<file path="src/sha3_pkg.sv">
package sha3_pkg;

	////////////////////////////////////////////////////////////////////////////
	// widths
	////////////////////////////////////////////////////////////////////////////

	typedef logic [63:0] lane_t;
	typedef logic [7:0] byte_t;
	// 25 lanes, lane x+5y at bits [64*(x+5y) +: 64]
	typedef logic [1599:0] state_t;
	typedef logic [4:0] round_t;
	typedef logic [7:0] byte_cnt_t;
	typedef logic [1:0] mode_sel_t;

	localparam int NUM_ROUNDS = 24;

	typedef struct packed {
		byte_cnt_t rate_bytes;
		byte_cnt_t digest_bytes;
	} mode_cfg_t;

	typedef enum logic [1:0] {
		PH_IDLE,
		PH_ABSORB,
		PH_PERMUTE,
		PH_SQUEEZE
	} phase_t;

	// sel 0..3 maps to sha3-224 / 256 / 384 / 512
	function automatic mode_cfg_t mode_table(mode_sel_t sel);
		mode_cfg_t cfg;
		case (sel)
			2'd0: cfg = '{rate_bytes: 8'd144, digest_bytes: 8'd28};
			2'd1: cfg = '{rate_bytes: 8'd136, digest_bytes: 8'd32};
			2'd2: cfg = '{rate_bytes: 8'd104, digest_bytes: 8'd48};
			default: cfg = '{rate_bytes: 8'd72, digest_bytes: 8'd64};
		endcase
		return cfg;
	endfunction

	////////////////////////////////////////////////////////////////////////////
	// iota constants
	////////////////////////////////////////////////////////////////////////////

	// only bits 0,1,3,7,15,31,63 are ever set, so 8 bits per round suffice
	function automatic lane_t round_constant(round_t r);
		byte_t c;
		case (r)
			5'd0: c = 8'h01;
			5'd1: c = 8'h32;
			5'd2: c = 8'hBA;
			5'd3: c = 8'hE0;
			5'd4: c = 8'h3B;
			5'd5: c = 8'h41;
			5'd6: c = 8'hF1;
			5'd7: c = 8'hA9;
			5'd8: c = 8'h1A;
			5'd9: c = 8'h18;
			5'd10: c = 8'h69;
			5'd11: c = 8'h4A;
			5'd12: c = 8'h7B;
			5'd13: c = 8'h9B;
			5'd14: c = 8'hB9;
			5'd15: c = 8'hA3;
			5'd16: c = 8'hA2;
			5'd17: c = 8'h90;
			5'd18: c = 8'h2A;
			5'd19: c = 8'hCA;
			5'd20: c = 8'hF1;
			5'd21: c = 8'hB0;
			5'd22: c = 8'h41;
			5'd23: c = 8'hE8;
			default: c = 8'h00;
		endcase
		// spread back out to bit positions 63, 31, 15, 7, 3..0
		return {c[7], 31'd0, c[6], 15'd0, c[5], 7'd0, c[4], 3'd0, c[3:0]};
	endfunction

endpackage
</file>
<file path="src/sha3_absorb.sv">
`timescale 1ns/1ps

module sha3_absorb (
	input  logic                clk,
	input  logic                reset_n,
	input  logic                start,
	input  sha3_pkg::mode_cfg_t cfg,
	input  logic                flag,
	input  sha3_pkg::byte_t     in,
	output logic                in_go,
	output sha3_pkg::state_t    block,
	output logic                block_done
);
	import sha3_pkg::*;

	logic active;
	// still inside the message, first pad byte not yet written
	logic in_msg;
	byte_cnt_t cnt;
	logic last;
	logic accept;
	byte_t pad_byte;
	byte_t byte_val;

	// last byte of the rate
	assign last = (cnt == cfg.rate_bytes - 8'd1);

	// never ask for a byte in the last slot, max message is rate-1
	assign in_go = active && in_msg && !last;
	assign accept = in_go && flag;

	// 0x06 on message end, 0x80 on last slot, both give 0x86
	assign pad_byte = (in_msg ? 8'h06 : 8'h00) | (last ? 8'h80 : 8'h00);
	assign byte_val = accept ? in : pad_byte;

	always_ff @(posedge clk or negedge reset_n) begin
		if (!reset_n) begin
			active <= 1'b0;
			in_msg <= 1'b0;
			cnt <= '0;
			block_done <= 1'b0;
		end else begin
			block_done <= active && last;
			if (start) begin
				active <= 1'b1;
				in_msg <= 1'b1;
				cnt <= '0;
			end else if (active) begin
				// message ends on the first slot without an accepted byte
				in_msg <= accept;
				cnt <= cnt + 8'd1;
				if (last)
					active <= 1'b0;
			end
		end
	end

	////////////////////////////////////////////////////////////////////////////
	// block assembly, byte cnt at bits [8*cnt +: 8]
	////////////////////////////////////////////////////////////////////////////

	// capacity lanes stay zero from the clear on start
	always_ff @(posedge clk) begin
		if (start)
			block <= '0;
		else if (active)
			block[8*cnt +: 8] <= byte_val;
	end

endmodule

</file>
<file path="config.mk">
export PLATFORM = sky130hd
export DESIGN_NAME = sha3_absorb
export DESIGN_NICKNAME = d
export VERILOG_FILES = /design/src/sha3_pkg.sv /design/src/sha3_absorb.sv
export SDC_FILE = /design/constraint.sdc
export NUM_CORES = 2
export LEC_CHECK = 0
export BUFFER_PORTS_ARGS = -buffer_cell sky130_fd_sc_hd__buf_2
export CAP_MARGIN = 25
export CELL_PAD_IN_SITES_DETAIL_PLACEMENT = 0
export CELL_PAD_IN_SITES_GLOBAL_PLACEMENT = 1
export CORE_AREA = 2 2 627 629
export DETAILED_ROUTE_END_ITERATION = 8
export DIE_AREA = 0 0 629 631
export PLACE_DENSITY = 0.37
export SYNTH_ARGS = -nofsm -noshare
export SYNTH_HDL_FRONTEND = slang
export SYNTH_SLANG_ARGS = --single-unit
</file>
<file path="constraint.sdc">
create_clock -name clk -period 9.9 [get_ports clk]
set_input_delay 1.98 -clock clk [delete_from_list [all_inputs] [get_ports clk]]
set_output_delay 1.98 -clock clk [all_outputs]
set_load 0.005 [all_outputs]
</file>
==> summary.md <==
| Metric | Value |
|---|---|
| Status | `finished clean` |
| GP Congestion | `0.796` |
| Synthesized cell area | `0.0564 sq mm` |
| Filler instances | `43,400` |
| Final Core Density | `0.203` |
| Crit-path most repeated cell | `buf_2` |
| Synthesized net count | `5,680` |
| Syn. warnings | `0` |
| Maxcap violations | `0` |
| CTS max path bufs | `4` |
| Multi-input gate area | `0.0227 sq mm` |
| CP Max Fanout | `19` |
| Pleak | `31.6 nW` |
| Max Clock Freq | `154 MHz` |
| Starting Density | `0.144` |
| HPWL after detailed placement | `351,000 um` |
| Die area | `0.397 sq mm` |
| Worst vdd ir | `0.000136 V` |
| Worst-margin pin slew | `1.16 ns` |
| First-pass GRT wire length | `590,000 um` |
| RSZ-0062 raised after global routing | `no` |
| Post-Synthesis Cells | `5,648` |
| Setup CP Type | `input pin to output pin` |
| Fin Setup TNS | `0 ns` |
| Element type at the critical path end | `output pin` |
| Largest net degree at the start of global routing | `118` |
| Sequential fraction of the synthesis area | `0.573` |
| Arr. time, crit path | `4.50 ns` |
| Cells along the critical path | `buf_2 -> inv_1 -> ha_1 -> nor3b_1 -> a22oi_1 -> nor4_1 -> o211ai_4 -> buf_16 -> and3_1 -> buf_2` |
| Worst-skew pair later-pin latency | `0.96 ns` |
| DRT antenna net count | `0` |
| Routed WL per cell | `36.7 um` |
| EDFF count, synth | `0` |
| Worst R2R Setup Slack | `4.08 ns` |
| Vias | `54,900` |
| Routed wire length | `464,000 um` |
| Reg2reg start | `cnt[3]$_DFFE_PN0P_` |
| Rel. slew slack | `0.225` |
| Final Max Slew Viols | `0` |
| Root buffer cell | `clkbuf_16` |
| Yosys cell types | `72` |
| Setup Viol. Count Final | `0` |
| Post-CTS resize count | `0` |
| Reg2Reg Depth | `11` |
| Drt via density | `4.34` |
| Detailed router's first-iteration violation count | `3,597` |
| Clk sinks | `1,611` |
| Setup Fix Bufs, Post-CTS | `0` |
| # IOs | `1,630` |
| Startpoint types | `input pin` |
| FF-to-FF End | `block[881]$_SDFFE_PP0P_` |
| Crit share post-route | `0.654` |
| Slowest library cell on the worst path | `nor4_1` |
| Detailed Routing Iterations Pass 1 | `6` |
| All-Layer GR Usage | `0.224` |
| Initial antenna violation count | `56` |
| Hold-fix buffer count after cts | `0` |
| Share of post-route cells with drive strength above 1 | `0.329` |
| Ys flop type | `dfxtp_1` |
| Syn_area_per_cell | `9.99 sq um` |
| Final WS setup | `3.42 ns` |
| Total gr overflow | `0` |
| Die Wd | `629 um` |
| Area taken by flip-flops and latches | `0.0323 sq mm` |
| #FFs+latches synth | `1,611` |
| Area grow syn2layout | `40.5%` |
| CTS tree | `yes` |
| H-tree Lvls | `4` |
| CTS Buf Count | `207` |
| Crit path launch | `cfg[8]` |
| Die height | `631 um` |
| Drt drc | `0` |
| Cell Pwr Density | `200 mW/mm^2` |
| Class of the worst hold path | `register to register` |
| Worst setup path endpoint | `in_go` |
| IO Port Bufs | `1,621` |
| Row cnt | `230` |
| Post-synth ARST share | `0.00683` |
| Worst path max stage delay | `0.68 ns` |
| Post-place setup slack | `3.39 ns` |
| Fin nets | `7,270` |
| Core area | `0.391 sq mm` |
| Vias in the first global route | `54,000` |
| Min Tclk post-route | `6.48 ns` |
| Clk pin slew, worst setup/hold paths | `0.06 ns` |
| Worst Clk Skew | `0.0812 ns` |
| Fin. Hold Viols | `0` |
| WP data required | `7.92 ns` |
[cell families after synthesis]
kind of cell,synth area share
xor gates and xnor gates,0.00295
muxes,0.00142
AOI/OAI and AO/OA,0.240
and+or+nand+nor,0.139
adders and majority gates,0.000887
DFF,0.573
buffers and inverters,0.0425
[worst min path at each step]
stage                                   from                        to  cells past startpoint
floorplan              block[0]$_SDFFE_PP0P_     block[0]$_SDFFE_PP0P_                      2
global placement     block[171]$_SDFFE_PP0P_   block[171]$_SDFFE_PP0P_                      2
detailed placement  block[1074]$_SDFFE_PP0P_  block[1074]$_SDFFE_PP0P_                      2
CTS                  block[570]$_SDFFE_PP0P_   block[570]$_SDFFE_PP0P_                      2
global route          block[38]$_SDFFE_PP0P_    block[38]$_SDFFE_PP0P_                      2
finish              block[1088]$_SDFFE_PP0P_  block[1088]$_SDFFE_PP0P_                      2
[flip-flops by register name (all words and copies together), names as in the netlist]
signal and count:
active 1, cnt 8, in_msg 1, block 1600, block_done 1
[cell type report]
type,count,share of cell area
Clock buffer,305,0.0781
Antenna cell,33,0.00104
Multi-Input combinational cell,3453,0.287
Sequential cell,1611,0.408
Timing Repair Buffer,1868,0.128
Tap cell,5220,0.0824
Clock inverter,68,0.0111
Inverter,97,0.00469
[synth_stat cells (all sizes together), types with 10 or more instances]
| cell type | instances | area share |
|---|---|---|
| a211oi | 134 | 0.018 |
| a21oi | 201 | 0.018 |
| a22o | 475 | 0.074 |
| a311oi | 26 | 0.0043 |
| a32o | 167 | 0.030 |
| and2 | 14 | 0.0016 |
| and3 | 11 | 0.0012 |
| buf | 167 | 0.015 |
| clkbuf | 320 | 0.021 |
| dfrtp | 11 | 0.0049 |
| dfxtp | 1600 | 0.57 |
| inv | 97 | 0.0065 |
| nand2 | 321 | 0.021 |
| nand2b | 16 | 0.0018 |
| nand3 | 467 | 0.042 |
| nand4 | 74 | 0.0082 |
| nor2 | 405 | 0.027 |
| nor3 | 149 | 0.015 |
| nor4 | 79 | 0.012 |
| o211ai | 63 | 0.0086 |
| o21ai | 398 | 0.035 |
| o22ai | 34 | 0.0038 |
| o2bb2ai | 153 | 0.024 |
| o31ai | 13 | 0.0017 |
| o32ai | 83 | 0.013 |
| o41ai | 23 | 0.0036 |
| or3 | 22 | 0.0026 |
| or4 | 16 | 0.0023 |
| xnor2 | 10 | 0.0016 |
[placed cells by master, fill, tap and decap left out, types with 36 or more instances in the layout]
master,count
nor3_1,98
a21oi_1,192
buf_2,1621
dfxtp_1,1600
nor4_2,36
clkbuf_8,56
buf_4,224
o211ai_1,61
nor2_1,359
nor4_1,39
o21ai_0,389
nand3_1,460
o32ai_1,83
nor3_2,40
nand2_1,302
inv_1,96
nand4_1,74
a211oi_1,134
o2bb2ai_1,152
clkbuf_16,211
clkbuf_1,38
a32o_1,167
a22o_1,474
[where the power goes]
| part | leakage, nW | internal [W] | switching (W) |
|---|---|---|---|
| registers | 13.0 | 0.00649 | 0.00000479 |
| clock network | 3.47 | 0.00470 | 0.00334 |
| logic | 15.1 | 0.000170 | 0.00118 |
[per-layer routing]
metal / vias up / share of wire / track usage / wire, um
li1: 24500 / - / - / -
met1: 27900 / 0.40 / 0.258 / 184000
met2: 2017 / 0.51 / 0.406 / 234000
met3: 437 / 0.067 / 0.0579 / 30900
met4: 4 / 0.032 / 0.0625 / 14700
met5: - / 0.000067 / 0 / 31
[through the flow]
stage	power [W]	cells	cell area, sq um	hold slack [ns]
6_report	0.0159	12700	79300	0.448
5_1_grt	0.0164	12600	79200	0.469
4_1_cts	0.0162	12600	79200	0.450
3_5_place_dp	0.00805	12200	72100	0.438
3_3_place_gp	0.00804	12200	71700	0.435
2_1_floorplan	0.00711	5648	56400	0.448
[worst max-delay path, delay by kind of cell]
kind	cells	cell delay, ns
and+or+nand+nor	3	1.18
buffers and inverters	4	0.62
AOI/OAI and AO/OA	2	0.53
adders and majority gates	1	0.17
Power figures use the tool's default switching activity.
