### src/sha3_pkg.sv
package sha3_pkg;

	////////////////////////////////////////////////////////////////////////////
	// widths
	////////////////////////////////////////////////////////////////////////////

	typedef logic [63:0] lane_t;
	typedef logic [7:0] byte_t;
	// 25 lanes, lane x+5y at bits [64*(x+5y) +: 64]
	typedef logic [1599:0] state_t;
	typedef logic [4:0] round_t;
	typedef logic [7:0] byte_cnt_t;
	typedef logic [1:0] mode_sel_t;

	localparam int NUM_ROUNDS = 24;

	typedef struct packed {
		byte_cnt_t rate_bytes;
		byte_cnt_t digest_bytes;
	} mode_cfg_t;

	typedef enum logic [1:0] {
		PH_IDLE,
		PH_ABSORB,
		PH_PERMUTE,
		PH_SQUEEZE
	} phase_t;

	// sel 0..3 maps to sha3-224 / 256 / 384 / 512
	function automatic mode_cfg_t mode_table(mode_sel_t sel);
		mode_cfg_t cfg;
		case (sel)
			2'd0: cfg = '{rate_bytes: 8'd144, digest_bytes: 8'd28};
			2'd1: cfg = '{rate_bytes: 8'd136, digest_bytes: 8'd32};
			2'd2: cfg = '{rate_bytes: 8'd104, digest_bytes: 8'd48};
			default: cfg = '{rate_bytes: 8'd72, digest_bytes: 8'd64};
		endcase
		return cfg;
	endfunction

	////////////////////////////////////////////////////////////////////////////
	// iota constants
	////////////////////////////////////////////////////////////////////////////

	// only bits 0,1,3,7,15,31,63 are ever set, so 8 bits per round suffice
	function automatic lane_t round_constant(round_t r);
		byte_t c;
		case (r)
			5'd0: c = 8'h01;
			5'd1: c = 8'h32;
			5'd2: c = 8'hBA;
			5'd3: c = 8'hE0;
			5'd4: c = 8'h3B;
			5'd5: c = 8'h41;
			5'd6: c = 8'hF1;
			5'd7: c = 8'hA9;
			5'd8: c = 8'h1A;
			5'd9: c = 8'h18;
			5'd10: c = 8'h69;
			5'd11: c = 8'h4A;
			5'd12: c = 8'h7B;
			5'd13: c = 8'h9B;
			5'd14: c = 8'hB9;
			5'd15: c = 8'hA3;
			5'd16: c = 8'hA2;
			5'd17: c = 8'h90;
			5'd18: c = 8'h2A;
			5'd19: c = 8'hCA;
			5'd20: c = 8'hF1;
			5'd21: c = 8'hB0;
			5'd22: c = 8'h41;
			5'd23: c = 8'hE8;
			default: c = 8'h00;
		endcase
		// spread back out to bit positions 63, 31, 15, 7, 3..0
		return {c[7], 31'd0, c[6], 15'd0, c[5], 7'd0, c[4], 3'd0, c[3:0]};
	endfunction

endpackage
### src/sha3_ctrl.sv
`timescale 1ns/1ps

module sha3_ctrl (
	input  logic             clk,
	input  logic             reset_n,
	input  logic             data_go,
	input  logic             flag,
	input  logic             block_done,
	input  logic             perm_done,
	input  logic             squeeze_done,
	output logic             start,
	output logic             squeeze_start,
	output sha3_pkg::phase_t phase
);
	import sha3_pkg::*;

	phase_t phase_nxt;

	// new hash only from idle, data_go while busy is dropped
	assign start = (phase == PH_IDLE) && data_go && flag;
	assign squeeze_start = (phase == PH_PERMUTE) && perm_done;

	////////////////////////////////////////////////////////////////////////////
	// phase sequencing
	////////////////////////////////////////////////////////////////////////////

	always_comb begin
		phase_nxt = phase;
		case (phase)
			PH_IDLE: phase_nxt = start ? PH_ABSORB : PH_IDLE;
			// whole rate incl. padding collected
			PH_ABSORB: phase_nxt = block_done ? PH_PERMUTE : PH_ABSORB;
			// 24 rounds finished
			PH_PERMUTE: phase_nxt = perm_done ? PH_SQUEEZE : PH_PERMUTE;
			// last digest byte on out_value
			PH_SQUEEZE: phase_nxt = squeeze_done ? PH_IDLE : PH_SQUEEZE;
			default: phase_nxt = PH_IDLE;
		endcase
	end

	always_ff @(posedge clk or negedge reset_n) begin
		if (!reset_n) begin
			phase <= PH_IDLE;
		end else begin
			phase <= phase_nxt;
		end
	end

endmodule

### config.mk
export PLATFORM = sky130hd
export DESIGN_NAME = sha3_ctrl
export DESIGN_NICKNAME = d
export VERILOG_FILES = /design/src/sha3_pkg.sv /design/src/sha3_ctrl.sv
export SDC_FILE = /design/constraint.sdc
export NUM_CORES = 1
export LEC_CHECK = 0
export ABC_AREA = 1
export BUFFER_PORTS_ARGS = -buffer_cell sky130_fd_sc_hd__buf_2
export CORE_AREA = 2 2 39 41
export DETAILED_ROUTE_END_ITERATION = 12
export DIE_AREA = 0 0 41 43
export GPL_TIMING_DRIVEN = 0
export PLACE_DENSITY = 0.38
export SLEW_MARGIN = 20
export SYNTH_ARGS = -nofsm -noshare
export SYNTH_HDL_FRONTEND = slang
export SYNTH_SLANG_ARGS = --single-unit
### constraint.sdc
create_clock -name clk -period 2 [get_ports clk]
set_input_delay 0 -clock clk [delete_from_list [all_inputs] [get_ports clk]]
set_output_delay 0 -clock clk [all_outputs]
set_load 0.1 [all_outputs]
==> results of run 1 <==
-- cell type report --
| class | instances | area (sq um) | share of cell area |
|---|---|---|---|
| clock buffers | 3 | 22.5 | 0.0952 |
| inverters | 5 | 18.8 | 0.0794 |
| multi-input cells | 12 | 65.1 | 0.275 |
| flip-flops and latches | 2 | 50.0 | 0.212 |
| well taps | 16 | 20.0 | 0.0847 |
| repair buffers | 11 | 60.1 | 0.254 |
-- kinds of logic (layout without fill, tap and decap cells) --
family | after synthesis | in the layout | synth area share
buf+inv | 5 | 19 | 0.153
flops | 2 | 2 | 0.408
simple gates | 12 | 12 | 0.439
-- path summary, 6_finish.rpt --
| path | startpoint | slack, ps | endpoint |
|---|---|---|---|
| max | phase[0]$_DFF_PN0_ | 660 | start |
| min | block_done | 40 | phase[1]$_DFF_PN0_ |
| max reg2reg | phase[0]$_DFF_PN0_ | 1130 | phase[0]$_DFF_PN0_ |
| min reg2reg | phase[1]$_DFF_PN0_ | 560 | phase[1]$_DFF_PN0_ |
| max in group asynchronous | reset_n | 1810 | phase[0]$_DFF_PN0_ |
| min in group asynchronous | reset_n | 90 | phase[1]$_DFF_PN0_ |
-- repair_timing --
| action | CTS | global route |
|---|---|---|
| hold endpoints to repair | 2 | 0 |
| setup buffers | 0 | 0 |
| hold buffers | 1 | 0 |
-- stage by stage --
| stage | cells | util | setup WS [ps] | hold WS, ps | area, sq um |
|---|---|---|---|---|---|
| floorplan | 19 | - | 36.0 | -296 | 134 |
| global placement | 45 | 0.147 | 894 | -211 | 204 |
| detailed placement | 45 | 0.147 | 899 | -211 | 204 |
| CTS | 49 | 0.171 | 648 | 32.0 | 236 |
| global route | 49 | 0.171 | 600 | 62.3 | 236 |
| finish | 49 | 0.171 | 663 | 35.7 | 236 |
-- cell usage after synthesis, drive strengths merged --
| library cell | instances |
|---|---|
| nand2 | 6 |
| inv | 5 |
| dfrtp | 2 |
| nand3 | 3 |
| nor3 | 1 |
| nand3b | 1 |
| nor2 | 1 |
-- worst max-delay path, stage by stage (launching register included) --
cell	delay (ps)
dfrtp_1	450
nor2_1	120
nand2_1	80
inv_1	50
buf_2	410
-- layer usage --
layer	global-route usage	wire length [um]	vias up
li1	-	-	88
met1	0.0611	181	59
met2	0.0531	158	6
met3	0.0314	22	0
met4	0.0600	0	0
met5	0	0	-
==> flow_summary.ini, run 1 <==
[global_route]
grt_max_degree = 8
grt_pass1_wl_um = 538
globalRoute.totalOverflow = 0
antenna_found_initial = 0
grt_usage = 0.0512
grt_pass1_vias = 141

[routing]
drc = 0
vias_per_cell = 3.12
wl_per_cell_um = 7.39
route.final.wire_length_um = 362
routed_vias = 153
drt-initial-drc-count = 0
drtAntennaViolNets = 0
length_of_the_first_detailed_routing_pass_in_iterations = 1

[floorplan]
starting_utilization_of_the_core_area = 0.0886
floorplan.die_area_sq_um = 1760
chipWidth_um = 41
boundaryPins = 11
rows = 14
die-height_um = 43
core_region_area_sq_um = 1380

[clock_network]
cts_buffer_depth = 2
clk_pin_slew_worst_paths_ps = 30
numClockSinks = 2
clk_root_buf = clkbuf_4
post_cts_resize_count = 0
clock_insertion_delay_worst_skew_ps = 220
cts_tree = yes
tritoncts.num_buffers = 3
cts-htree-levels = 1

[min_path]
hold-path-cell-count = 3
hold_path_class = input port to register

[setup_path]
path_max_fanout = 7
cp-end-kind = primary output
cp_data_required_time_ps = 2000
criticalPathCategory = register to primary output
critPathArrivalTime_ps = 1340
start_kind = register
reg2regPathDepth = 3

[placed_design]
place_hpwl_um = 276
gp_routability_congestion = 0.639
io_buffer_count = 10

[layout]
n_antenna_cell = 0
area.growth.synth_to_final_pct = 92.9
nFillCells = 159
layout.cells.most_common_list = buf_2 (10), nand2_1 (6), inv_1 (5)
final_nets = 42
flip_flop_count_of_the_largest_register_after_layout = 2
layout_top_registers = phase x2
commonest_non_fill_non_tap_cell_in_the_layout = buf_2
top_register = phase
final_layout_size_suffix_gt1_frac = 0.424

[timing]
timing_worst_slew_pin_value_ps = 485
finalClockSkew_ps = 1.67
rsz0062_at_grt = false
max_clock_freq_ghz = 0.748
final_min_period_over_clock_period = 0.668
timing.max_slew.rel_slack = 0.679
fin_crit_ps = 1340
final.setup.tns_ps = 0
setup_viol = 0
hold_viol_final = 0
slew_viol_final = 0

[synth]
postSynthCellCount = 19
synth.yosys.seq_area_share = 0.408
synth-warning-count = 0
synthesis.area_sq_um = 123
ys_seq_elements = 2
ys_top_cells_by_area = dfrtp_1 (41%), nand2_1 (18%), inv_1 (15%), nand3_1 (12%), nand3b_1 (6.1%)
avgSynthCellArea_sq_um = 6.45
mappedNetlistNets = 26
synthDominantAreaCellType = dfrtp_1
yosysUniqueCellTypes = 7
yosysTopAreaCellShare = 0.408

[run_status]
outcome = complete, no violations

[flow_run]
max_cap_violations = 0
Power of run 1 is not shown: default switching activity piles up to over one toggle a cycle in this logic, so the estimate is an artifact.
==> run 2: changes to the inputs <==
ABC_AREA = 0   (was 1)
clock period = 1.3 ns   (was 2 ns; I/O delays follow)
==> flow_summary.ini, run 2 <==
[layout]
layout.cells.most_common_list = buf_2 (8), clkbuf_4 (3)
top_register = phase
layout_top_registers = phase x2
stdcell_count = 41
area.growth.synth_to_final_pct = 118
final_layout_size_suffix_gt1_frac = 0.760
commonest_non_fill_non_tap_cell_in_the_layout = buf_2
n_antenna_cell = 0
final_nets = 34
flip_flop_count_of_the_largest_register_after_layout = 2
finish.utilization = 0.184

[floorplan]
floorplan.die_area_sq_um = 1760
core_region_area_sq_um = 1380
rows = 14
starting_utilization_of_the_core_area = 0.0841
boundaryPins = 11
chipWidth_um = 41
die-height_um = 43

[run_status]
outcome = complete, no violations

[flow_run]
max_cap_violations = 0

[synth]
post_synth_most_frequent_cells = dfrtp_1 (2), inv_1 (2)
synth-warning-count = 0
postSynthCellCount = 10
synthesis.area_sq_um = 116
edff_count_synth = 0
ys_top_cells_by_area = dfrtp_1 (43%), mux4_2 (19%), and2_4 (7.5%), and3b_1 (7.5%), inv_1 (6.5%)
ffs_w_async_s_r_synth = 1.00
ys_seq_elements = 2
yosysTopAreaCellShare = 0.430
ys.flop_type = dfrtp_1
synthDominantAreaCellType = dfrtp_1
avgSynthCellArea_sq_um = 11.6
mappedNetlistNets = 17
synth.yosys.seq_area_share = 0.430
yosysUniqueCellTypes = 8

[clock_network]
cts_tree = yes
clk_pin_slew_worst_paths_ps = 30
clk_root_buf = clkbuf_4
cts_buffer_depth = 2
tritoncts.num_buffers = 3
clock_insertion_delay_worst_skew_ps = 220
numClockSinks = 2
cts-htree-levels = 1
post-cts-setup-buffer-count = 0

[setup_path]
start_kind = register
cp_data_required_time_ps = 1300
cp-end-kind = primary output
path_max_fanout = 6
criticalPathCategory = register to primary output
critPathArrivalTime_ps = 1240

[timing]
timing_worst_slew_pin_value_ps = 487
setup_viol = 0
final_min_period_over_clock_period = 0.951
fin_crit_ps = 1240
max_clock_freq_ghz = 0.809
hold_viol_final = 0
slew_viol_final = 0
setup_ws_ps = 63.6
finalClockSkew_ps = 3.33
rsz0062_at_grt = false
final.setup.tns_ps = 0
timing.max_slew.rel_slack = 0.678

[global_route]
global_route.usage.met1 = 0.0519
globalRoute.totalOverflow = 0
groute.layer.met2.usage = 0.0406
grt_pass1_wl_um = 448
global_route.peak_usage_layer = met3
grt_pass1_vias = 113
grt_max_degree = 7
grtUsageMet3 = 0.0524
grt_usage = 0.0453
antenna_found_initial = 0

[routing]
route.final.wire_length_um = 339
length_of_the_first_detailed_routing_pass_in_iterations = 3
drt-initial-drc-count = 9
vias_per_cell = 3.15
wl_per_cell_um = 8.27
drc = 0
drtAntennaViolNets = 0
routed_vias = 129

[placed_design]
io_buffer_count = 10
detailedPlace.worstSlack_ps = 165
placedCellCount = 36
gp_routability_congestion = 0.505

[min_path]
hold_path_class = input port to register
==> run 2: worst max-delay path, stage by stage (launching register included) <==
cell and delay (ps):
dfrtp_4 500, and3b_2 240, buf_4 280
==> run 2: layout make-up <==
class,count,area (sq um)
clock buffer,3,22.5
sequential,2,57.6
fill,157,1130
inverter,2,7.51
timing repair buffer,12,75.1
tap,16,20.0
multi-input combinational,6,71.3
==> run 2: repair_timing <==
item,CTS,global route
endpoints found under the setup margin,2,0
hold buffers,2,0
endpoints found under the hold margin,3,0
gates resized for setup,2,0
==> run 2: final timing paths <==
check                                   startpoint                  to  slack [ps]  cells after the start
worst max register to register  phase[1]$_DFF_PN0_  phase[0]$_DFF_PN0_         220                      1
worst min-delay path                    block_done  phase[1]$_DFF_PN0_          90                      3
worst max-delay path            phase[0]$_DFF_PN0_       squeeze_start          60                      2
min in group asynchronous                  reset_n  phase[0]$_DFF_PN0_         100                      2
worst min register to register  phase[0]$_DFF_PN0_  phase[1]$_DFF_PN0_         570                      1
max in group asynchronous                  reset_n  phase[1]$_DFF_PN0_        1090                      2
==> run 2: kinds of logic after synthesis <==
family                 synth area share
AOI/OAI and AO/OA                0.0968
buffers and inverters            0.0645
DFF                               0.430
muxes                             0.194
and+or+nand+nor                   0.215
==> run 2: metal layers <==
| layer | share of wire | vias to the layer above |
|---|---|---|
| met1 | 0.51 | 48 |
| li1 | - | 68 |
| met3 | 0.20 | 0 |
| met4 | 0 | 0 |
| met2 | 0.28 | 13 |
| met5 | 0 | - |
==> run 2: per-stage QoR <==
| step | instance area, sq um | hold WS [ps] |
|---|---|---|
| finish | 254 | 93.6 |
| global route | 254 | 92.0 |
| CTS | 254 | 89.4 |
| detailed placement | 206 | -214 |
| global placement | 206 | -214 |
| floorplan | 136 | -296 |
Power of run 2 is left out for the same reason.
