[src/sha3_pkg.sv]
package sha3_pkg;

	////////////////////////////////////////////////////////////////////////////
	// widths
	////////////////////////////////////////////////////////////////////////////

	typedef logic [63:0] lane_t;
	typedef logic [7:0] byte_t;
	// 25 lanes, lane x+5y at bits [64*(x+5y) +: 64]
	typedef logic [1599:0] state_t;
	typedef logic [4:0] round_t;
	typedef logic [7:0] byte_cnt_t;
	typedef logic [1:0] mode_sel_t;

	localparam int NUM_ROUNDS = 24;

	typedef struct packed {
		byte_cnt_t rate_bytes;
		byte_cnt_t digest_bytes;
	} mode_cfg_t;

	typedef enum logic [1:0] {
		PH_IDLE,
		PH_ABSORB,
		PH_PERMUTE,
		PH_SQUEEZE
	} phase_t;

	// sel 0..3 maps to sha3-224 / 256 / 384 / 512
	function automatic mode_cfg_t mode_table(mode_sel_t sel);
		mode_cfg_t cfg;
		case (sel)
			2'd0: cfg = '{rate_bytes: 8'd144, digest_bytes: 8'd28};
			2'd1: cfg = '{rate_bytes: 8'd136, digest_bytes: 8'd32};
			2'd2: cfg = '{rate_bytes: 8'd104, digest_bytes: 8'd48};
			default: cfg = '{rate_bytes: 8'd72, digest_bytes: 8'd64};
		endcase
		return cfg;
	endfunction

	////////////////////////////////////////////////////////////////////////////
	// iota constants
	////////////////////////////////////////////////////////////////////////////

	// only bits 0,1,3,7,15,31,63 are ever set, so 8 bits per round suffice
	function automatic lane_t round_constant(round_t r);
		byte_t c;
		case (r)
			5'd0: c = 8'h01;
			5'd1: c = 8'h32;
			5'd2: c = 8'hBA;
			5'd3: c = 8'hE0;
			5'd4: c = 8'h3B;
			5'd5: c = 8'h41;
			5'd6: c = 8'hF1;
			5'd7: c = 8'hA9;
			5'd8: c = 8'h1A;
			5'd9: c = 8'h18;
			5'd10: c = 8'h69;
			5'd11: c = 8'h4A;
			5'd12: c = 8'h7B;
			5'd13: c = 8'h9B;
			5'd14: c = 8'hB9;
			5'd15: c = 8'hA3;
			5'd16: c = 8'hA2;
			5'd17: c = 8'h90;
			5'd18: c = 8'h2A;
			5'd19: c = 8'hCA;
			5'd20: c = 8'hF1;
			5'd21: c = 8'hB0;
			5'd22: c = 8'h41;
			5'd23: c = 8'hE8;
			default: c = 8'h00;
		endcase
		// spread back out to bit positions 63, 31, 15, 7, 3..0
		return {c[7], 31'd0, c[6], 15'd0, c[5], 7'd0, c[4], 3'd0, c[3:0]};
	endfunction

endpackage
[src/sha3_squeeze.sv]
`timescale 1ns/1ps

module sha3_squeeze #(
	parameter int MAX_DIGEST_BYTES = 64
) (
	input  logic                clk,
	input  logic                reset_n,
	input  logic                squeeze_start,
	input  sha3_pkg::mode_cfg_t cfg,
	input  sha3_pkg::state_t    state,
	output logic                out_go,
	output sha3_pkg::byte_t     out_value,
	output logic                squeeze_done
);
	import sha3_pkg::*;

	logic active;
	byte_cnt_t cnt;
	logic last;
	// digest bytes always come from the low end of the state
	logic [8*MAX_DIGEST_BYTES-1:0] digest;

	assign digest = state[8*MAX_DIGEST_BYTES-1:0];

	// stop at the mode length, or at the build limit
	assign last = (cnt == cfg.digest_bytes - 8'd1)
		|| (cnt == byte_cnt_t'(MAX_DIGEST_BYTES - 1));

	// out_go and squeeze_done lag active by one, in line with out_value
	always_ff @(posedge clk or negedge reset_n) begin
		if (!reset_n) begin
			active <= 1'b0;
			cnt <= '0;
			out_go <= 1'b0;
			squeeze_done <= 1'b0;
		end else begin
			out_go <= active;
			squeeze_done <= active && last;
			if (squeeze_start) begin
				active <= 1'b1;
				cnt <= '0;
			end else if (active) begin
				cnt <= cnt + 8'd1;
				if (last)
					active <= 1'b0;
			end
		end
	end

	// lane 0 byte 0 first, lanes in index order
	always_ff @(posedge clk) begin
		if (active)
			out_value <= digest[8*cnt +: 8];
	end

endmodule

[config.mk]
export PLATFORM = sky130hd
export DESIGN_NAME = sha3_squeeze
export DESIGN_NICKNAME = d
export VERILOG_FILES = /design/src/sha3_pkg.sv /design/src/sha3_squeeze.sv
export SDC_FILE = /design/constraint.sdc
export NUM_CORES = 1
export LEC_CHECK = 0
export ABC_AREA = 1
export BUFFER_PORTS_ARGS = -buffer_cell sky130_fd_sc_hd__buf_2
export CAP_MARGIN = 0
export CORE_AREA = 8 8 635 637
export DETAILED_ROUTE_END_ITERATION = 8
export DIE_AREA = 0 0 643 645
export GPL_ROUTABILITY_DRIVEN = 0
export HOLD_SLACK_MARGIN = 0.15
export PLACE_DENSITY_LB_ADDON = 0.12
export REMOVE_ABC_BUFFERS = 1
export SLEW_MARGIN = 5
export SYNTH_ARGS = -nofsm -noshare
export SYNTH_HDL_FRONTEND = slang
export SYNTH_SLANG_ARGS = --single-unit
[constraint.sdc]
create_clock -name clk -period 2.08 [get_ports clk]
set_clock_uncertainty 0.05 [all_clocks]
set_input_delay 0.208 -clock clk [delete_from_list [all_inputs] [get_ports clk]]
set_output_delay 0.208 -clock clk [all_outputs]
set_load 0.05 [all_outputs]
==> results of run 1 <==
[kinds of logic after synthesis]
logic type / count (synthesis)
buffers and inverters: 400
AOI/OAI and AO/OA: 74
and+or+nand+nor: 1187
adders and majority gates: 2
DFF: 19
xor gates and xnor gates: 6
[state kept, by name (all words and copies together), names as in the netlist]
| signal | cells |
|---|---|
| out_go | 1 |
| out_value | 8 |
| cnt | 8 |
| active | 1 |
| squeeze_done | 1 |
[repair_timing]
action / CTS / global route
setup endpoints to repair: 12 / 14
resized for setup: 142 / 210
gates cloned: 11 / 10
hold endpoints to repair: 13 / 0
buffers inserted: 16 / 13
pin swaps: 28 / 79
hold buffers: 2 / 0
[layer usage]
layer,wire length (µm),GRT usage (%),vias to the layer above
li1,-,-,6359
met1,45790,5.699,5734
met2,49970,8.254,468
met3,5766,1.225,145
met4,1846,0.7481,54
met5,333,0,-
[layout make-up]
class | instances | area (µm²) | area share [%]
antenna | 53 | 132.6 | 0.6546
clock buffer | 4 | 78.83 | 0.3890
inverter | 299 | 1169 | 5.768
multi-input combinational | 1269 | 6344 | 31.31
sequential | 19 | 528.0 | 2.606
tap | 5242 | 6559 | 32.37
timing repair buffer | 722 | 5421 | 26.76
timing repair inverter | 1 | 30.03 | 0.1482
[power by group through the flow]
stage	combinational (W)	clock [W]	sequential (W)
3_5_place_dp	0.00393	0	0.000481
3_3_place_gp	0.00399	0	0.000482
6_report	0.00434	0.000464	0.000470
2_1_floorplan	0.00129	0	0.000737
5_1_grt	0.00481	0.000509	0.000479
4_1_cts	0.00434	0.000506	0.000472
[per-stage QoR]
| stage | instance area (µm²) | cells | utilization, % | power (W) | worst slack [ns] |
|---|---|---|---|---|---|
| finish | 20260 | 7609 | 5.147 | 0.005270 | -0.2821 |
| global route | 20160 | 7570 | 5.122 | 0.005802 | -0.4026 |
| CTS | 19280 | 7549 | 4.897 | 0.005314 | -0.4303 |
| detailed placement | 18200 | 7519 | 4.623 | 0.004411 | -0.8030 |
| global placement | 18200 | 7519 | 4.623 | 0.004468 | -0.8032 |
| floorplan | 7081 | 1587 | - | 0.002028 | -7.073 |
[worst paths after layout]
kind / to / depth (start not counted)
min in group clk: squeeze_done / 6
hold reg to reg: cnt[7] / 1
setup / recovery: out_value[3] / 11
setup reg to reg: out_value[3] / 11
hold / removal: out_go / 2
max in group asynchronous: cnt[0] / 2
[synth_stat cells, drive strengths merged]
master    n  area share, %
dfrtp    11            3.6
a211oi    2           0.20
xor2      5           0.57
clkbuf   22            1.1
nor4      1          0.081
nor2    315             15
nand2   546             27
or2      80            6.5
a21oi    22            1.4
xnor2     1           0.11
nand4     2           0.16
nand3   240             16
edfxtp    8            3.1
ha        2           0.33
o21ai    46            3.0
nand3b    1          0.098
nor3      2           0.20
o21bai    4           0.39
clkinv    3           0.15
inv     296             14
buf      79            6.8
==> summary.txt, run 1 <==
Timing
  – Worst Setup Slack, final: -0.2821 ns
  – Worst Hold Slack: approximately 0.4 ns
  – Final setup vio count: 10
  – Final period utilization: 113.6%
  – Final Max Slew Viols: 0
  – Hold Fails Final Rpt: 0
  – Slew margin rel.: roughly three fifths
  – RSZ-0062 raised after global routing: true
  – Summed negative setup slack over all endpoints: -2.197 ns
  – Post-layout minimum cycle time: roughly 2.4 ns
  – Peak clock frequency supported by timing: between 400 and 500 MHz
  – Measured slew at the worst slew-check pin: 0.6163 ns

Synth
  – Syn avg cell area: ~4.6 µm²
  – Cell count after synthesis: 1,688
  – Cell area after synthesis: about 7700 µm²
  – Post-synthesis adder-cell area fraction: less than 1%
  – Synth Area in Compound Gates: 5.013%
  – Synthesized flop and latch total: 19
  – Multiplexer share of the synthesized area: 0%
  – Post-Synth XOR/XNOR Area: less than 1%
  – Sequential share of the synthesized area: under 10%
  – Synth unique cells: 32
  – Warnings, synthesis: 0
  – Share of synthesized cell area in and, or, nand and nor gates: about two thirds
  – Dominant combinational cell family by area after synthesis: simple AND/OR/NAND/NOR gates

Critical path
  – RR Startpoint: cnt[0]
  – Ordered list of cells on the worst path: buf_12 > clkinv_16 > buf_16 > buf_12 > or2_2 > nand2_2 > nand3_4 > nand3_1 > nand2_2 > nand3_4 > a21oi_2
  – Worst Setup SP: cnt[0]
  – Top cell family by delay on the critical path: simple AND/OR/NAND/NOR gates
  – Worst-case register-to-register setup slack: -0.28 ns
  – Highest fanout seen on the critical path: 8
  – Delay of the slowest cell on the worst path: around 0.44 ns
  – Critical-path top delay cell: dfrtp_4
  – Endpoint required time on the critical path: roughly 2 ns
  – Arrival time worst endpoint: 2.32 ns
  – Count of buffer and inverter cells on the critical path: 4
  – Category of the worst setup path launch point: register
  – Critical path type: register to register
  – Worst setup EP type: register

Power
  – Net Switching: 0.002766 W
  – Switching share of power: 52.48%
  – Seq pwr share: 8.9%
  – Internal portion of total power: between 0.002 and 0.003 W
  – P per Cell Area: 260.1 nW/µm²
  – Leakage power: ~8.3 nW
  – Combinational share of power: 82.3%
  – Largest vdd supply drop: 0.2184 mV
  – Share of total power in the clock network: between 8 and 9%

Die
  – Starting Density: under 10%
  – Row count: roughly 230
  – Die height: 645 µm
  – Die area: 414,700 µm²
  – Number of placed I/O pins: roughly 1,600
  – Floorplan core area: a little under 400,000 µm²
  – Die width: about 640 µm

Routing
  – Routed via count: 12,760
  – DRC Markers: 0
  – Post-detailed-route wirelength per cell: 13.63 µm
  – Detailed-route vias per instance: approximately 1.7
  – Number of routed nets with antenna violations: 0
  – DRT Pass-1 Iters: 4
  – Post-Route WL: between 100,000 and 150,000 µm
  – Detailed router's first-iteration violation count: about 420

Placed design
  – Detailed Place HPWL: between 80,000 and 90,000 µm
  – Number of port buffers: between 500 and 600

CTS
  – Buffers from clock root to sink, at most: 2
  – Root buffer cell: clkbuf_16
  – CTS tree: yes
  – H-tree levels: 1
  – Clk sinks: 19
  – Worst-path clk slew: ~0.070 ns
  – Clock insertion delay at the later pin of the skew report: ~0.27 ns
  – Number of clock buffers inserted by TritonCTS: 3

Job
  – Max Cap Viol: 0

Final layout
  – Area Growth Syn to Fin: 163.6%
  – Number of nets in the finished design: slightly below 4,000
  – Layout cell share with drive strength beyond 1: ~43%
  – Commonest non-fill, non-tap cell in the layout: buf_2
  – Leading cell types in the layout, fill and taps excluded: buf_2, nand2_1, inv_1
  – Filler cell count in the final layout: 47,189

GRT
  – Via count of the first global-routing pass: ~13,000
  – Antenna violations before repair: 110
  – Overall global routing resource usage: roughly 4.7%
  – Pin count of the biggest net entering global routing: 31
  – GRT Residual Overflow: 0
  – Global-route wire length before repair: between 100,000 and 150,000 µm

Outcome
  – Result of the run: finished with violations
  – Failing checks: setup timing

Min path
  – Hold crit path type: primary input to asynchronous set/reset pin
No activity file was read; power rests on OpenSTA's default activity.
==> run 2: changes to the inputs <==
- clock period: 2.08 -> 2.6 ns (I/O delays scaled with it)
==> run 2 against run 1 <==
Fmax down 6.2%. Global-route usage down 0.30 points. Critical path type unchanged. First-iteration DRC count up 12%. Setup slack better by 0.36 ns. Clock-buffer cell count down 1. Sequential power down 19%. Non-clock buffer count down 35. The flow now finishes without violations. Cell count down 0.75%. Via count down 4.2%. Critical endpoint is now out_value[0]. Power down 29%. Largest power group unchanged. Highest routed layer unchanged. Clock power down 21%. Register-to-register slack better by 0.36 ns.
==> summary.txt, run 2 (synthesized netlist as in run 1, its figures left out) <==
Timing
  – Post-layout minimum cycle time: ~2.5 ns
  – Measured slew at the worst slew-check pin: between 0.5 and 0.6 ns
  – Worst Hold Slack: 0.1779 ns
  – Final period utilization: between 90 and 100%
  – Final setup vio count: 0
  – Hold Fails Final Rpt: 0
  – RSZ-0062 raised after global routing: true
  – Final Max Slew Viols: 0
  – Slew margin rel.: 65.51%
  – Summed negative setup slack over all endpoints: 0 ns
  – Worst Setup Slack, final: ~0.082 ns
  – Peak clock frequency supported by timing: slightly below 400 MHz

CTS
  – Clock insertion delay at the later pin of the skew report: roughly 0.27 ns
  – Root buffer cell: clkbuf_16
  – Buffers from clock root to sink, at most: 2
  – Worst-path clk slew: ~0.07 ns
  – H-tree levels: 1
  – Clk sinks: 19
  – CTS tree: yes
  – Number of clock buffers inserted by TritonCTS: 3

Critical path
  – Highest fanout seen on the critical path: 9
  – RR Startpoint: cnt[0]
  – Category of the worst setup path launch point: register
  – Worst Setup SP: cnt[0]
  – Critical path type: register to register
  – Worst setup EP type: register
  – Arrival time worst endpoint: approximately 2.5 ns
  – Endpoint required time on the critical path: 2.56 ns

Final layout
  – Number of nets in the finished design: approximately 3,900
  – Largest registers ranked by flip-flop count: cnt (8), out_value (8)
  – Leading cell types in the layout, fill and taps excluded: nand2_1, buf_2, nor2_1
  – Final core area utilization: roughly 4.7%
  – Area Growth Syn to Fin: 142.8%
  – Final Non-Filler Cells: 7,552
  – Layout cell share with drive strength beyond 1: between 30% and 40%

Routing
  – Detailed-route vias per instance: 1.618
  – Number of routed nets with antenna violations: 0
  – Post-Route WL: approximately 95,000 µm
  – Detailed router's first-iteration violation count: around 470
  – Post-detailed-route wirelength per cell: 12.56 µm
  – DRC Markers: 0
  – Routed via count: about 12,000
  – DRT Pass-1 Iters: 4

Die
  – Row count: approximately 230
  – Die height: roughly 650 µm
  – Starting Density: between 1.5 and 2%
  – Die width: around 640 µm
  – Die area: between 400,000 and 500,000 µm²
  – Floorplan core area: just under 400,000 µm²
  – Number of placed I/O pins: around 1,600

Placed design
  – Placed Instances: 7,507
  – Pre-CTS setup slack: -0.6141 ns
  – Detailed Place HPWL: approximately 83,000 µm
  – Number of port buffers: 532

Outcome
  – Result of the run: completed

Min path
  – Hold crit path type: primary input to register
  – Start point of the worst hold path: squeeze_start

Power
  – P per Cell Area: about 200 nW/µm²
  – Leakage power: around 7.7 nW
  – Largest vdd supply drop: 0.1800 mV

GRT
  – Via count of the first global-routing pass: 13,109
  – GRT Residual Overflow: 0
  – Pin count of the biggest net entering global routing: 47
  – Antenna violations before repair: 99
  – Global-route wire length before repair: 123,100 µm
  – Overall global routing resource usage: approximately 4.4%

Job
  – Max Cap Viol: 0
-- run 2: cell types whose count changed in the layout (fill, tap and decap cells not counted), sizes merged --
cell / previous run / this run
buf: 708 / 682
bufbuf: 3 / 2
clkbuf: 13 / 5
clkinv: 8 / 7
diode: 53 / 31
dlygate4sd3: 2 / 1
inv: 292 / 294
-- run 2: final timing paths --
path	to	slack (ns)	cells after the start
max	out_value[0]	0.08	14
min	cnt[1]	0.18	2
max reg2reg	out_value[0]	0.08	14
min reg2reg	cnt[7]	0.48	1
max in group asynchronous	cnt[2]	1.78	2
min in group asynchronous	cnt[0]	0.44	2
-- run 2: power breakdown --
group          leakage (nW)  internal (W)  switching [W]
logic                  7.48       0.00120        0.00178
registers             0.219      0.000356      0.0000247
clock network        0.0411      0.000208       0.000158
-- run 2: timing repair --
action | CTS | global route
buffers inserted | 1 | 3
setup endpoints to repair | 8 | 8
gates resized for setup | 64 | 17
gates cloned | 3 | 2
hold endpoints to repair | 11 | 0
hold buffers | 1 | 0
pin swaps | 3 | 2
-- run 2: per-layer routing --
layer	GRT usage (%)	wire length, µm	up-vias	share of wire (%)
met5	0	282	-	0.30
met2	7.651	46000	446	48
met3	0.9423	4947	123	5.2
met1	5.507	42280	5361	45
met4	0.7010	1349	46	1.4
li1	-	-	6242	-
-- run 2: through the flow --
step                      instance area (µm²)  power, W
after floorplan                          7081  0.001622
after global placement                  18020  0.003502
after detailed placement                18020  0.003454
after CTS                               18450  0.003945
after global routing                    18610  0.004164
final                                   18660  0.003727
-- run 2: cell type report --
class,count,area [µm²]
fillers,47394,375000
well taps,5242,6559
multi-input cells,1269,5633
repair buffers,687,4619
inverters,299,1147
flip-flops and latches,19,528.0
diodes,31,77.57
clock buffers,3,75.07
repair inverters,1,20.02
clock inverters,1,5.005
-- run 2: critical path, stage by stage (launching register included) --
cell     delay (ns)
dfrtp_4        0.48
buf_12         0.16
buf_16         0.18
buf_4          0.16
nor2_1         0.09
nor2_1         0.04
nand2_1        0.07
nand2_1        0.08
buf_12         0.14
nand2_1        0.21
nand2_1        0.08
nor2_1         0.11
nand2_2        0.10
nand3_4        0.13
a21oi_1        0.09
