## config.mk

```make
export PLATFORM = sky130hd
export DESIGN_NAME = sha3_mode_cfg
export DESIGN_NICKNAME = d
export VERILOG_FILES = /design/src/sha3_pkg.sv /design/src/sha3_mode_cfg.sv
export SDC_FILE = /design/constraint.sdc
export NUM_CORES = 1
export LEC_CHECK = 0
export BUFFER_PORTS_ARGS = -buffer_cell sky130_fd_sc_hd__buf_2
export CORE_AREA = 3 3 40 42
export DETAILED_ROUTE_END_ITERATION = 10
export DIE_AREA = 0 0 43 45
export SKIP_CTS_REPAIR_TIMING = 1
export SYNTH_ARGS = -nofsm -noshare
export SYNTH_HDL_FRONTEND = slang
export SYNTH_SLANG_ARGS = --single-unit
```

## constraint.sdc

```tcl
create_clock -name clk -period 2.19 [get_ports clk]
set_input_delay 0.3285 -clock clk [delete_from_list [all_inputs] [get_ports clk]]
set_output_delay 0.3285 -clock clk [all_outputs]
set_load 0.01 [all_outputs]
```

## src/sha3_pkg.sv

```systemverilog
package sha3_pkg;

	////////////////////////////////////////////////////////////////////////////
	// widths
	////////////////////////////////////////////////////////////////////////////

	typedef logic [63:0] lane_t;
	typedef logic [7:0] byte_t;
	// 25 lanes, lane x+5y at bits [64*(x+5y) +: 64]
	typedef logic [1599:0] state_t;
	typedef logic [4:0] round_t;
	typedef logic [7:0] byte_cnt_t;
	typedef logic [1:0] mode_sel_t;

	localparam int NUM_ROUNDS = 24;

	typedef struct packed {
		byte_cnt_t rate_bytes;
		byte_cnt_t digest_bytes;
	} mode_cfg_t;

	typedef enum logic [1:0] {
		PH_IDLE,
		PH_ABSORB,
		PH_PERMUTE,
		PH_SQUEEZE
	} phase_t;

	// sel 0..3 maps to sha3-224 / 256 / 384 / 512
	function automatic mode_cfg_t mode_table(mode_sel_t sel);
		mode_cfg_t cfg;
		case (sel)
			2'd0: cfg = '{rate_bytes: 8'd144, digest_bytes: 8'd28};
			2'd1: cfg = '{rate_bytes: 8'd136, digest_bytes: 8'd32};
			2'd2: cfg = '{rate_bytes: 8'd104, digest_bytes: 8'd48};
			default: cfg = '{rate_bytes: 8'd72, digest_bytes: 8'd64};
		endcase
		return cfg;
	endfunction

	////////////////////////////////////////////////////////////////////////////
	// iota constants
	////////////////////////////////////////////////////////////////////////////

	// only bits 0,1,3,7,15,31,63 are ever set, so 8 bits per round suffice
	function automatic lane_t round_constant(round_t r);
		byte_t c;
		case (r)
			5'd0: c = 8'h01;
			5'd1: c = 8'h32;
			5'd2: c = 8'hBA;
			5'd3: c = 8'hE0;
			5'd4: c = 8'h3B;
			5'd5: c = 8'h41;
			5'd6: c = 8'hF1;
			5'd7: c = 8'hA9;
			5'd8: c = 8'h1A;
			5'd9: c = 8'h18;
			5'd10: c = 8'h69;
			5'd11: c = 8'h4A;
			5'd12: c = 8'h7B;
			5'd13: c = 8'h9B;
			5'd14: c = 8'hB9;
			5'd15: c = 8'hA3;
			5'd16: c = 8'hA2;
			5'd17: c = 8'h90;
			5'd18: c = 8'h2A;
			5'd19: c = 8'hCA;
			5'd20: c = 8'hF1;
			5'd21: c = 8'hB0;
			5'd22: c = 8'h41;
			5'd23: c = 8'hE8;
			default: c = 8'h00;
		endcase
		// spread back out to bit positions 63, 31, 15, 7, 3..0
		return {c[7], 31'd0, c[6], 15'd0, c[5], 7'd0, c[4], 3'd0, c[3:0]};
	endfunction

endpackage
```

## src/sha3_mode_cfg.sv

```systemverilog
`timescale 1ns/1ps

module sha3_mode_cfg (
	input  logic                clk,
	input  logic                reset_n,
	input  logic                start,
	input  sha3_pkg::mode_sel_t sel,
	output sha3_pkg::mode_cfg_t cfg
);
	import sha3_pkg::*;

	// sel sampled once per hash
	// later changes of sel are ignored until the next start
	always_ff @(posedge clk or negedge reset_n) begin
		if (!reset_n) begin
			cfg <= mode_table('0);
		end else if (start) begin
			cfg <= mode_table(sel);
		end
	end

endmodule

```

==> impl_metrics.toml, run 1 <==
[run_status]
status = "complete, no violations"

[cells_and_area]
fillers = 139
largest_register_ffs = 8
area_delta_synth_final_pct = 15.07
nets = 69
reg_top3 = "cfg (8)"
n_antenna_cell = 0
drive_gt1_share_pct = 42.11
regMostFlops = "cfg"

[power]
p_leak_nw = 0.3123
p_sw_mw = 0.09591
power_frac_clock_pct = 31.9
p_sw_share_pct = 26.03
peakVddDrop_mv = 0.3684
power_density_nw_per_um2 = 664.8
combPwrFrac_pct = 20.7
p_seq_share_pct = 47.4
power.total_mw = 0.3685
intPower_mw = 0.2726

[yosys]
synthAdderAreaFrac_pct = 15.58
synth-compound-area-share_pct = 3.636
yosys.area_share.simple_pct = 4.416
synthCells = 42
synth_top_family_by_area = "buffers and inverters"
synth.avg_cell_area_um2 = 11.47
yosysWarnings = 0
synth_mux_area_share_pct = 14.55
syn-cell-area_um2 = 481.7
synth_xor_area_share_pct = 0
ys_seq_area_share_pct = 42.34
synth_seq_cells = 8
yosysUniqueCellTypes = 13

[detailed_routing]
viasPerCell = 4.056
drc = 0
detail_route.wl_per_cell_um = 9.736
num_vias = 292
drt_pre_antenna_iters = 1
drt_iter0_markers = 0
wl_um = 701
ant_nets = 0

[timing]
max_freq_mhz = 803.3
drv_slew = 0
min_period_ns = 1.245
holdWs_ns = 0.4398
finalClockSkew_ns = 0
setup_viol = 0
period_share_pct = 56.84
hold_viol = 0
fin_ws_ns = 0.9451
rsz0062_at_grt = "false"
fin_setup_tns_ns = 0

[grt]
grt_overflow = 0
antenna_found_initial = 0
grtUsageTotal_pct = 8.838
grt_max_degree = 11
grt_pass1_wl_um = 1145
grt_pass1_vias = 271

[clock_tree]
cts-buffers-inserted = 3
htreeDepth = 1
clk_pin_slew_worst_paths_ns = 0.05
clockBufferDepth = 2
cts_root_buf = "clkbuf_4"
cts.sinks = 8
clock_latency_ns = 0.25
tritoncts = "built"

[run]
max_cap_viol_count = 0

[critical_path]
path_max_fanout = 4
path_delay_family = "flip-flops"
path_cells = "buf_2"
crit_path_end_kind = "output pin"
crit_buf_inv = 1
max_stage_delay_ns = 0.54
cp.arrival_ns = 0.92
start_kind = "flip-flop"
cp_data_required_time_ns = 1.86
critPathKind = "flip-flop to output pin"
cpMaxStageDelayCell = "dfstp_2"

[placed_design]
io_buffer_count = 14
dp_hpwl_um = 586.8
dp_slack_ns = 1.004
place_congestion = 0.7242

[floorplan]
die_area_um2 = 1935
design.core.area_um2 = 1285
die_x_um = 43
core.rowCount = 13
io_pins = 21
initial_utilization_pct = 37.49
die_h_um = 45

[worst_hold_path]
hold_class = "primary input to asynchronous set/reset pin"
-- cell families (layout without fill, tap and decap cells) --
kind of cell / count (synthesis) / in the layout
AO/OA/AOI/OAI: 3 / 3
adder cells (fa/ha/maj): 6 / 6
buffers and inverters: 14 / 24
flip-flops: 8 / 8
multiplexers: 5 / 5
other: 1 / 6
AND/OR/NAND/NOR: 5 / 5
-- power by group through the flow --
stage | sequential [mW] | combinational [mW] | clock, mW
final | 0.175 | 0.0764 | 0.117
after detailed placement | 0.177 | 0.0765 | 0
after global placement | 0.177 | 0.0754 | 0
after CTS | 0.175 | 0.0769 | 0.125
after global routing | 0.177 | 0.0849 | 0.136
after floorplan | 0.185 | 0.0518 | 0
-- worst reg2reg max path, cell delays in order (launching register included) --
cell and delay [ns]:
dfstp_2 0.53, inv_1 0.04, o22ai_1 0.16
-- routing by layer --
metal  track usage, %  up-vias  wire length, um
met5                0        -                0
met4            3.614        0                0
met2            12.57       14              356
met3            7.171        0               77
li1                 -      148                -
met1            9.701      130              268
-- synth_stat cells --
master	instances	area, um^2
inv_1	5	18.77
mux2i_1	1	10.01
mux2_4	4	60.06
conb_1	1	3.750
nor2_1	4	15.01
ha_1	6	75.07
a21oi_1	1	5.000
buf_4	8	60.06
dfrtp_1	5	125.1
dfstp_2	3	78.83
nand2b_1	1	6.260
buf_6	1	11.26
o22ai_1	2	12.51
-- placed cells by master (no fill, tap or decap) --
master / count
buf_2: 14
ha_1: 6
conb_1: 6
inv_1: 5
dfrtp_1: 5
nor2_1: 4
mux2_4: 4
dfstp_2: 3
clkbuf_4: 3
o22ai_1: 2
a21oi_1: 1
nand2b_1: 1
mux2i_1: 1
clkbuf_1: 1
dlygate4sd3_1: 1
-- layout make-up --
| cell class | count | area [um^2] | area share, % |
|---|---|---|---|
| inverter | 5 | 18.77 | 3.386 |
| tap | 15 | 18.77 | 3.386 |
| sequential | 8 | 203.9 | 36.79 |
| multi-input combinational | 25 | 206.4 | 37.25 |
| clock buffer | 4 | 26.28 | 4.740 |
| timing repair buffer | 15 | 80.08 | 14.45 |
-- final timing paths --
| check | start | endpoint | slack, ns | depth (start not counted) |
|---|---|---|---|---|
| min in group clk | start | cfg[11]$_DFFE_PN0P_ | 0.44 | 2 |
| setup reg to reg | cfg[4]$_DFFE_PN1P_ | cfg[4]$_DFFE_PN1P_ | 1.39 | 2 |
| max in group asynchronous | reset_n | cfg[4]$_DFFE_PN1P_ | 1.51 | 2 |
| setup / recovery | cfg[12]$_DFFE_PN1P_ | cfg[12] | 0.95 | 1 |
| hold / removal | reset_n | cfg[5]$_DFFE_PN0P_ | 0.44 | 2 |
| hold reg to reg | cfg[15]$_DFFE_PN1P_ | cfg[15]$_DFFE_PN1P_ | 0.48 | 2 |
-- metrics by stage --
step           cells  utilization [%]  area [um^2]
2_1_floorplan     47                -        500.5
3_3_place_gp      67            40.31        518.0
3_5_place_dp      67            40.31        518.0
4_1_cts           71            42.36        544.3
5_1_grt           72            43.14        554.3
6_report          72            43.14        554.3
No activity file was read; power rests on OpenSTA's default activity.
==> inputs of run 2 (changes only) <==
==> constraint.sdc (replaced) <==
create_clock -name clk -period 1.2 [get_ports clk]
set_input_delay 0.18 -clock clk [delete_from_list [all_inputs] [get_ports clk]]
set_output_delay 0.18 -clock clk [all_outputs]
set_load 0.01 [all_outputs]
==> impl_metrics.toml, run 2 (synthesis results as in run 1) <==
[power]
power.total_mw = 0.6726
peakVddDrop_mv = 0.6723
power_density_nw_per_um2 = 1214
p_leak_nw = 0.3123

[critical_path]
crit_buf_inv = 1
reg2reg_depth = 2
cp_data_required_time_ns = 1.02
path_cells = "buf_2"
start_kind = "flip-flop"
cp.depth = 1
path_max_fanout = 4
path_delay_family = "flip-flops"
cp.arrival_ns = 0.92
timing.rr.start = "cfg[4]$_DFFE_PN1P_"
crit_path_end_kind = "output pin"
critPathKind = "flip-flop to output pin"
cpMaxStageDelayCell = "dfstp_2"
max_stage_delay_ns = 0.54
startpoint = "cfg[12]$_DFFE_PN1P_"

[cells_and_area]
drive_gt1_share_pct = 42.11
largest_register_ffs = 8
n_antenna_cell = 0
area_delta_synth_final_pct = 15.07
layout_common_cells = "14 x buf_2, 6 x ha_1, 6 x conb_1, 5 x inv_1, 5 x dfrtp_1"
reg_top3 = "cfg (8)"
regMostFlops = "cfg"
nets = 69
final_area_um2 = 554.3
final_common_cell = "buf_2"

[detailed_routing]
detail_route.wl_per_cell_um = 9.708
drc = 0
num_vias = 293
wl_um = 699
viasPerCell = 4.069
ant_nets = 0
drt_iter0_markers = 0
drt_pre_antenna_iters = 1

[clock_tree]
clockBufferDepth = 2
clock_latency_ns = 0.25
tritoncts = "built"
cts.sinks = 8
htreeDepth = 1
cts-buffers-inserted = 3
cts_root_buf = "clkbuf_4"
clk_pin_slew_worst_paths_ns = 0.05

[timing]
period_share_pct = 91.38
fin_ws_ns = 0.1034
finalClockSkew_ns = 0
rsz0062_at_grt = "false"
fin_setup_tns_ns = 0
min_period_ns = 1.097
hold_viol = 0
setup_viol = 0
drv_slew = 0
max_freq_mhz = 911.9

[placed_design]
io_buffer_count = 14
place_area_um2 = 518.0
dp_hpwl_um = 587.3
dp_slack_ns = 0.1620
place_congestion = 0.7242

[floorplan]
die_h_um = 45
design.core.area_um2 = 1285
core.rowCount = 13
initial_utilization_pct = 37.49
die_x_um = 43
io_pins = 21
die_area_um2 = 1935

[grt]
grt_max_degree = 11
grt_pass1_vias = 271
grt_pass1_wl_um = 1131
grtUsageTotal_pct = 8.754
antenna_found_initial = 0
grt_overflow = 0

[run]
max_cap_viol_count = 0

[worst_hold_path]
hold_class = "primary input to asynchronous set/reset pin"

[run_status]
status = "complete, no violations"
[run 2: cell type report]
cell class                 count  area [um^2]
clock buffer                   4        26.28
fill                         139        730.7
inverter                       5        18.77
multi-input combinational     25        206.4
sequential                     8        203.9
tap                           15        18.77
timing repair buffer          15        80.08
[run 2: layer usage]
layer / up-vias / GRT usage (%) / routed length (um)
met1: 131 / 9.453 / 266
li1: 148 / - / -
met4: 0 / 3.614 / 0
met3: 0 / 7.171 / 77
met5: - / 0 / 0
met2: 14 / 12.57 / 355
[run 2: worst paths after layout]
check	endpoint	slack, ns
min in group clk	cfg[11]$_DFFE_PN0P_	0.29
max in group asynchronous	cfg[4]$_DFFE_PN1P_	0.67
worst max register to register	cfg[4]$_DFFE_PN1P_	0.40
worst max-delay path	cfg[12]	0.10
worst min-delay path	cfg[5]$_DFFE_PN0P_	0.29
worst min register to register	cfg[15]$_DFFE_PN1P_	0.48
[run 2: where the power goes]
group	total [mW]	switching (mW)	internal (mW)
combinational	0.139	0.0739	0.0654
clock	0.214	0.0876	0.127
sequential	0.319	0.0137	0.305
total	0.673	0.175	0.497
[run 2: metrics by stage]
stage	hold slack, ns	util (%)	instances
6_report	0.2909	43.14	72
3_3_place_gp	0.02753	40.31	67
3_5_place_dp	0.03361	40.31	67
5_1_grt	0.2899	43.14	72
2_1_floorplan	-0.1156	-	47
4_1_cts	-0.2420	42.36	71
==> inputs of run 3 (changes only) <==
--- a/config.mk
+++ b/config.mk
@@ -9,6 +9,7 @@
 export CORE_AREA = 3 3 40 42
 export DETAILED_ROUTE_END_ITERATION = 10
 export DIE_AREA = 0 0 43 45
+export REMOVE_ABC_BUFFERS = 1
 export SKIP_CTS_REPAIR_TIMING = 1
 export SYNTH_ARGS = -nofsm -noshare
 export SYNTH_HDL_FRONTEND = slang
==> impl_metrics.toml, run 3 (synthesis results as in run 1) <==
[critical_path]
start_kind = "flip-flop"
path_max_fanout = 4
critPathKind = "flip-flop to output pin"
max_stage_delay_ns = 0.54
crit_buf_inv = 1
path_cells = "buf_2"
path_delay_family = "flip-flops"
cp_data_required_time_ns = 1.02
cpMaxStageDelayCell = "dfstp_2"
crit_path_end_kind = "output pin"
cp.arrival_ns = 0.91
r2r_slack_ns = 0.43

[cells_and_area]
area_delta_synth_final_pct = 15.07
final_common_cell = "buf_2"
seq_area_um2 = 203.9
reg_top3 = "cfg (8)"
nets = 69
multi_input_area_um2 = 206.4
fillers = 131
regMostFlops = "cfg"
largest_register_ffs = 8
n_antenna_cell = 0
layout_common_cells = "14 x buf_2, 6 x ha_1, 6 x conb_1, 5 x inv_1, 5 x dfrtp_1"
drive_gt1_share_pct = 42.11

[placed_design]
io_buffer_count = 14
dp_hpwl_um = 557
place_congestion = 0.7298

[clock_tree]
tritoncts = "built"
clockBufferDepth = 2
clock_latency_ns = 0.25
cts_root_buf = "clkbuf_4"
cts-buffers-inserted = 3
clk_pin_slew_worst_paths_ns = 0.06
cts.sinks = 8
htreeDepth = 1

[floorplan]
die_h_um = 45
die_area_um2 = 1935
design.core.area_um2 = 1285
initial_utilization_pct = 37.49
io_pins = 21
core.rowCount = 13
die_x_um = 43

[timing]
min_period_ns = 1.091
hold_viol = 0
setup_viol = 0
fin_setup_tns_ns = 0
period_share_pct = 90.94
holdWs_ns = 0.2919
finalClockSkew_ns = 0
max_freq_mhz = 916.4
drv_slew = 0
rsz0062_at_grt = "false"

[power]
power_density_nw_per_um2 = 1223
p_sw_share_pct = 26.61
intPower_mw = 0.4976
p_seq_share_pct = 46.9
combPwrFrac_pct = 20.6
power_frac_clock_pct = 32.5
peakVddDrop_mv = 0.5633
p_leak_nw = 0.3123
p_sw_mw = 0.1804

[detailed_routing]
wl_um = 685
drt_iter0_markers = 0
drc = 0
ant_nets = 0
num_vias = 289
wl_met3_um = 77
detail_route.wl_per_cell_um = 9.514
drt-met1-wl_um = 327
drt_pre_antenna_iters = 1
viasPerCell = 4.014
wl_met2_um = 281
routed.top_layer = "met3"

[grt]
grt_max_degree = 11
grt_pass1_vias = 274
grt_pass1_wl_um = 1069
antenna_found_initial = 0
grt_overflow = 0
grtUsageTotal_pct = 7.647

[worst_hold_path]
hold_class = "primary input to flip-flop"

[run_status]
status = "complete, no violations"

[run]
max_cap_viol_count = 0
==> run 3: cell counts in the layout (fill, tap and decap cells not counted) <==
Identical to the previous run, type by type.
==> run 3: worst reg2reg max path: stages, from the launching register on <==
cell	delay, ns
dfstp_2	0.52
inv_1	0.03
o22ai_1	0.14
==> run 3: final cells by class <==
class                           instances  area share, %
Clock buffer                            4          4.740
Sequential cell                         8          36.79
Multi-Input combinational cell         25          37.25
Inverter                                5          3.386
Tap cell                               15          3.386
Timing Repair Buffer                   15          14.45
==> run 3: metal layers <==
layer | global-route usage [%] | vias to the layer above
li1 | - | 147
met1 | 8.663 | 129
met2 | 11.38 | 13
met3 | 3.586 | 0
met4 | 5.422 | 0
met5 | 0 | -
==> run 3: worst paths after layout <==
| check | start | end | cells after the start |
|---|---|---|---|
| max | cfg[12]$_DFFE_PN1P_ | cfg[2] | 1 |
| min | start | cfg[15]$_DFFE_PN1P_ | 2 |
| max reg2reg | cfg[4]$_DFFE_PN1P_ | cfg[4]$_DFFE_PN1P_ | 2 |
| min reg2reg | cfg[4]$_DFFE_PN1P_ | cfg[4]$_DFFE_PN1P_ | 2 |
| max in group asynchronous | reset_n | cfg[15]$_DFFE_PN1P_ | 2 |
| min in group asynchronous | reset_n | cfg[5]$_DFFE_PN0P_ | 2 |
==> run 3: power by group through the flow <==
stage | registers (mW) | clock network, mW | logic [mW]
after global placement | 0.323 | 0 | 0.138
after global routing | 0.323 | 0.248 | 0.154
after floorplan | 0.342 | 0 | 0.0601
after CTS | 0.319 | 0.227 | 0.141
after detailed placement | 0.323 | 0 | 0.140
final | 0.318 | 0.220 | 0.140
==> run 3: stage by stage <==
| stage | util, % | worst slack (ns) | instances | area (um^2) | total power, mW |
|---|---|---|---|---|---|
| 2_1_floorplan | - | 0.3145 | 38 | 429.2 | 0.4022 |
| 3_3_place_gp | 40.31 | 0.1828 | 67 | 518.0 | 0.4612 |
| 3_5_place_dp | 40.31 | 0.1560 | 67 | 518.0 | 0.4629 |
| 4_1_cts | 42.36 | 0.1035 | 71 | 544.3 | 0.6861 |
| 5_1_grt | 43.14 | 0.07706 | 72 | 554.3 | 0.7246 |
| 6_report | 43.14 | 0.1087 | 72 | 554.3 | 0.6780 |
